$ cat config.mk
export PLATFORM = sky130hd
export DESIGN_NAME = mem_stage
export DESIGN_NICKNAME = d
export VERILOG_FILES = /design/src/hdl/backend_pkg.sv /design/src/hdl/mem_stage.sv
export SDC_FILE = /design/constraint.sdc
export NUM_CORES = 1
export LEC_CHECK = 0
export BUFFER_PORTS_ARGS = -buffer_cell sky130_fd_sc_hd__buf_2
export CORE_ASPECT_RATIO = 1.4
export CORE_MARGIN = 5
export CORE_UTILIZATION = 39
export CTS_CLUSTER_SIZE = 14
export DETAILED_ROUTE_END_ITERATION = 8
export PLACE_DENSITY = 0.77
export SETUP_SLACK_MARGIN = 0.2
export SLEW_MARGIN = 20
export SYNTH_ARGS = -nofsm -noshare
export SYNTH_HDL_FRONTEND = slang
export SYNTH_SLANG_ARGS = --single-unit
$ cat constraint.sdc
create_clock -name clk -period 1.3 [get_ports clk]
set_input_delay 0.26 -clock clk [delete_from_list [all_inputs] [get_ports clk]]
set_output_delay 0.26 -clock clk [all_outputs]
set_load 0.005 [all_outputs]
$ cat src/hdl/backend_pkg.sv
package backend_pkg;

    // datapath sizes
    localparam int xlen        = 32;
    localparam int reg_addr_w  = 5;
    localparam int byte_lanes  = xlen / 8;

    // data memory geometry, word index from address bits 11:2
    localparam int mem_depth   = 1024;
    localparam int mem_index_w = 10;

    // memory opcodes carried from execute
    typedef enum logic [2:0] {
        mem_none = 3'd0,
        mem_lw   = 3'd1,
        mem_lb   = 3'd2,
        mem_lbu  = 3'd3,
        mem_sw   = 3'd4,
        mem_sb   = 3'd5
    } mem_op_e;

    // execute to memory bundle
    typedef struct packed {
        logic                  valid;
        logic [xlen-1:0]       pc;
        logic [xlen-1:0]       alu_result;  // address for loads and stores
        logic [xlen-1:0]       write_data;  // store data
        logic [reg_addr_w-1:0] rd;
        mem_op_e               mem_op;
        logic                  reg_write;
        logic                  mem_to_reg;
    } ex_mem_t;

    // memory to writeback bundle
    typedef struct packed {
        logic                  valid;
        logic [xlen-1:0]       pc;
        logic [xlen-1:0]       read_data;   // formatted load data, zero otherwise
        logic [xlen-1:0]       alu_result;
        logic [reg_addr_w-1:0] rd;
        logic                  reg_write;
        logic                  mem_to_reg;
    } mem_wb_t;

    // register file write, also a forwarding source
    typedef struct packed {
        logic                  en;
        logic [reg_addr_w-1:0] rd;
        logic [xlen-1:0]       data;
    } reg_write_t;

endpackage

$ cat src/hdl/mem_stage.sv
`timescale 1ns/1ps

module mem_stage
    import backend_pkg::*;
(
    input  logic                   clk,
    input  logic                   reset_n,
    input  logic                   hazard_stall,
    input  logic                   hazard_flush,
    input  ex_mem_t                ex_mem,
    output logic [mem_index_w-1:0] mem_index,
    output logic [xlen-1:0]        mem_wdata,
    output logic [byte_lanes-1:0]  mem_byte_en,
    output logic                   mem_we,
    input  logic [xlen-1:0]        mem_rdata,
    output mem_wb_t                mem_wb
);

    logic            take;       // bundle accepted this edge
    logic            is_store;
    logic [1:0]      lane;
    logic [7:0]      sel_byte;
    logic [xlen-1:0] load_data;
    mem_wb_t         wb_next;

    assign take      = ex_mem.valid && !hazard_stall && !hazard_flush;
    assign lane      = ex_mem.alu_result[1:0];
    assign mem_index = ex_mem.alu_result[mem_index_w+1:2]; // upper bits ignored, wraps

    // store decode
    always_comb begin
        is_store    = 1'b0;
        mem_byte_en = '0;
        mem_wdata   = ex_mem.write_data;
        case (ex_mem.mem_op)
            mem_sw: begin
                is_store    = 1'b1;
                mem_byte_en = '1;
            end
            mem_sb: begin
                is_store    = 1'b1;
                mem_byte_en = byte_lanes'(1) << lane;
                mem_wdata   = {byte_lanes{ex_mem.write_data[7:0]}}; // low byte on every lane
            end
            default: ;
        endcase
    end

    assign mem_we = take && is_store;

    // load formatting
    assign sel_byte = mem_rdata[lane*8 +: 8];

    always_comb begin
        case (ex_mem.mem_op)
            mem_lw:  load_data = mem_rdata;
            mem_lb:  load_data = {{(xlen-8){sel_byte[7]}}, sel_byte};
            mem_lbu: load_data = {{(xlen-8){1'b0}}, sel_byte};
            default: load_data = '0;   // non-loads carry zero
        endcase
    end

    always_comb begin
        wb_next            = '0;
        wb_next.valid      = 1'b1;
        wb_next.pc         = ex_mem.pc;
        wb_next.read_data  = load_data;
        wb_next.alu_result = ex_mem.alu_result;
        wb_next.rd         = ex_mem.rd;
        wb_next.reg_write  = ex_mem.reg_write;
        wb_next.mem_to_reg = ex_mem.mem_to_reg;
    end

    // memory/writeback register
    // flush beats stall, stall beats valid
    always_ff @(posedge clk or negedge reset_n) begin
        if (!reset_n) begin
            mem_wb <= '0;
        end else if (hazard_flush) begin
            mem_wb <= '0;
        end else if (hazard_stall) begin
            mem_wb.valid <= 1'b0;   // hold contents, drop strobe
        end else if (ex_mem.valid) begin
            mem_wb <= wb_next;
        end else begin
            mem_wb.valid <= 1'b0;
        end
    end

endmodule

==> impl_results.md <==
* Outcome: finished, violations left
* Failing checks: negative setup slack
* Yosys top cell by area: dfrtp_1
* Finish-stage setup viols at 34
* Routability-driven placement congestion ratio at 0.9871
* Routed WL at between 15000 and 20000 um
* Worst Path Required at 1.04 ns
* Worst Hold Path Cells at 2
* CTS tree: yes
* Synth top area share at 56.52%
* Post-synth EDFFs at 0
* Mean Syn Cell Area at 10.81 um2
* Clock Skews at 0 ns
* Slowest CP cell: or2_4
* FF+latch count, synth at 104
* GRT Total Usage at 24.28%
* Register area share after synthesis at 56.52%
* Depth of the CTS H-tree at 3
* Async SR Flop Fraction at 100.0%
* Initial core utilization at 39.35%
* Max cap viols at 0
* Syn Inst Count at 426
* Max incr delay on CP at 0.24 ns
* Reg2Reg Setup Slack at 0.34 ns
* CP Class: in -> out
* FF-to-FF path depth at 3
* Vias in the first global route at 5070
* Layout cells sized above 1 at 61.65%
* CTS Buf Count at 9
* Setup ws final at -0.1331 ns
* Largest net degree at the start of global routing at 66
* Initial detailed-routing violation count at 288
* Initial antenna violation count at 2
* Worst slew margin at 69.68%
* Fin cells at 960
* Period utilization at 110.2%
* Area Overhead vs Synth at 69.02%
* Core Rows at 47
* Max FO, Critical Path at 24
* Hold Fails Final Rpt at 0
* CP Depth at 7
* Die width at between 100 and 150 um
* Cell family with most CP delay: simple AND/OR/NAND/NOR gates
* Ratio of total power to cell area at 987.5 mW/mm2
* Netlist cell types at 24
* Core area at 0.01170 mm2
* Fmax at 697.8 MHz
* Pre-CTS setup slack at -0.2716 ns
* Crit path DAT at 1.17 ns
* Setup TNS at -2.922 ns
* Most used cell along the critical path: nand2_1
* Clock root buffer: clkbuf_16
* Final nets at 949
* Buf/Inv on CP at 3
* Area contributors post-synth: dfrtp_1 57%, a22o_1 14%, nand2_1 7.3%
* Worst hold path type: in -> reg
* Worst slew pin tran at 0.4520 ns
* Worst hold slack at 0.1359 ns
* Post-detail-place hpwl at 12550 um
* Post-Syn Nets at 569
* RSZ-0062 raised after global routing: true
* Worst skew pair latency at approximately 0.34 ns
* Cell leakage power at 4.376 nW
* Ports at 294
* Vias per cell at 5.170
* Number of flip-flops in the largest register at around 100
* Startpoint types: primary input
* Most flops, register: mem_wb
* Commonest cells in the netlist: 104 x dfrtp_1, 90 x nand2_1, 71 x a22o_1
* Predominant post-synthesis flop cell: dfrtp_1
* Antenna viol nets, final at 0
* Residual DRC at 0
* Post-route design area at 0.007782 mm2
* Inst Count DP at 853
* Maximum buffer depth of the clock tree at 2
* Chip Height at between 100 and 150 um
* Routed WL per cell at 18.98 um
* GRT overflow at 0
* CTS sink cnt at 104
* IO Port Bufs at 293
* Crit path capture type: output port
* Power Total at 7.685 mW
* Peak supply drop at between 0.0007 and 0.0008 V
* Final Util at 66.50%
* Cell with the most instances after synthesis: dfrtp_1
* DRT Pass-1 Iters at 4
* Biggest registers after layout: mem_wb (104)
* Via count at 4963
* Min Tclk post-route at approximately 1.4 ns
* Critical path cell sequence: buf_6, nand2b_4, or2_4, buf_12, nand2_1, nand2_1, buf_2
* Number of max-slew violations in the final report at 0
* Mapped Area at 0.004604 mm2
* Clock transition at path regs at 0.08 ns
* Total die area at 0.01411 mm2
* Global-route wire length before repair at around 27000 um
* Post-DP Area at roughly 0.0064 mm2
* Ys Warns at 0
[cell type report]
type	instances	area, um2
antenna	2	5.005
clock buffer	9	225.2
clock inverter	7	90.09
fill	898	3920
inverter	2	7.507
multi-input combinational	267	1926
sequential	104	2603
tap	147	183.9
timing repair buffer	422	2743
[path summary, 6_finish.rpt]
| path | start | endpoint |
|---|---|---|
| min | ex_mem[56] | mem_wb[21] |
| max reg2reg | mem_wb[89] | mem_wb[89] |
| max | ex_mem[3] | mem_wdata[29] |
| max in group asynchronous | reset_n | mem_wb[70] |
| min in group asynchronous | reset_n | mem_wb[23] |
| min reg2reg | mem_wb[75] | mem_wb[75] |
[power breakdown]
group          internal, mW  total, mW  switching [mW]  leakage (nW)
logic                 0.759       1.46           0.704          2.80
clock network          1.54       2.82            1.28         0.152
registers              3.35       3.41          0.0598          1.42
total                  5.64       7.69            2.04          4.38
[logic make-up after synthesis]
logic type	Yosys count	synth area share (%)
compound gates	155	24.62
flops	104	56.52
mux	8	2.011
simple gates	104	9.511
buf+inv	55	7.337
[metal layers]
metal	GRT usage, %	wire length [um]	vias up
met3	4.479	1319	76
li1	-	-	2248
met1	29.15	6559	2350
met4	13.41	927	0
met2	40.41	9413	289
met5	0	0	-
[worst reg2reg max path, cell delays in order (launching register included)]
cell     delay (ns)
dfrtp_1        0.40
buf_4          0.14
buf_4          0.12
a22o_1         0.19
[layout by cell type (no fill, tap or decap), drive strengths merged]
cell	instances
or2	2
nor2b	2
dlygate4sd3	1
clkinvlp	1
dfrtp	104
a22o	71
nand2b	4
diode	2
bufinv	1
a21oi	44
a211oi	7
buf	421
mux4	1
inv	4
nor2	3
nor3b	3
o21ai	32
clkbuf	9
nand2	90
o21bai	1
clkinv	3
mux2i	7
[repair_timing]
action,in CTS,in global routing
gates resized for setup,32,56
cloned,1,0
endpoints found under the setup margin,154,165
pin swaps,8,41
buffers inserted,55,32
hold buffers,1,0
endpoints found under the hold margin,16,0
Power figures use the tool's default switching activity.
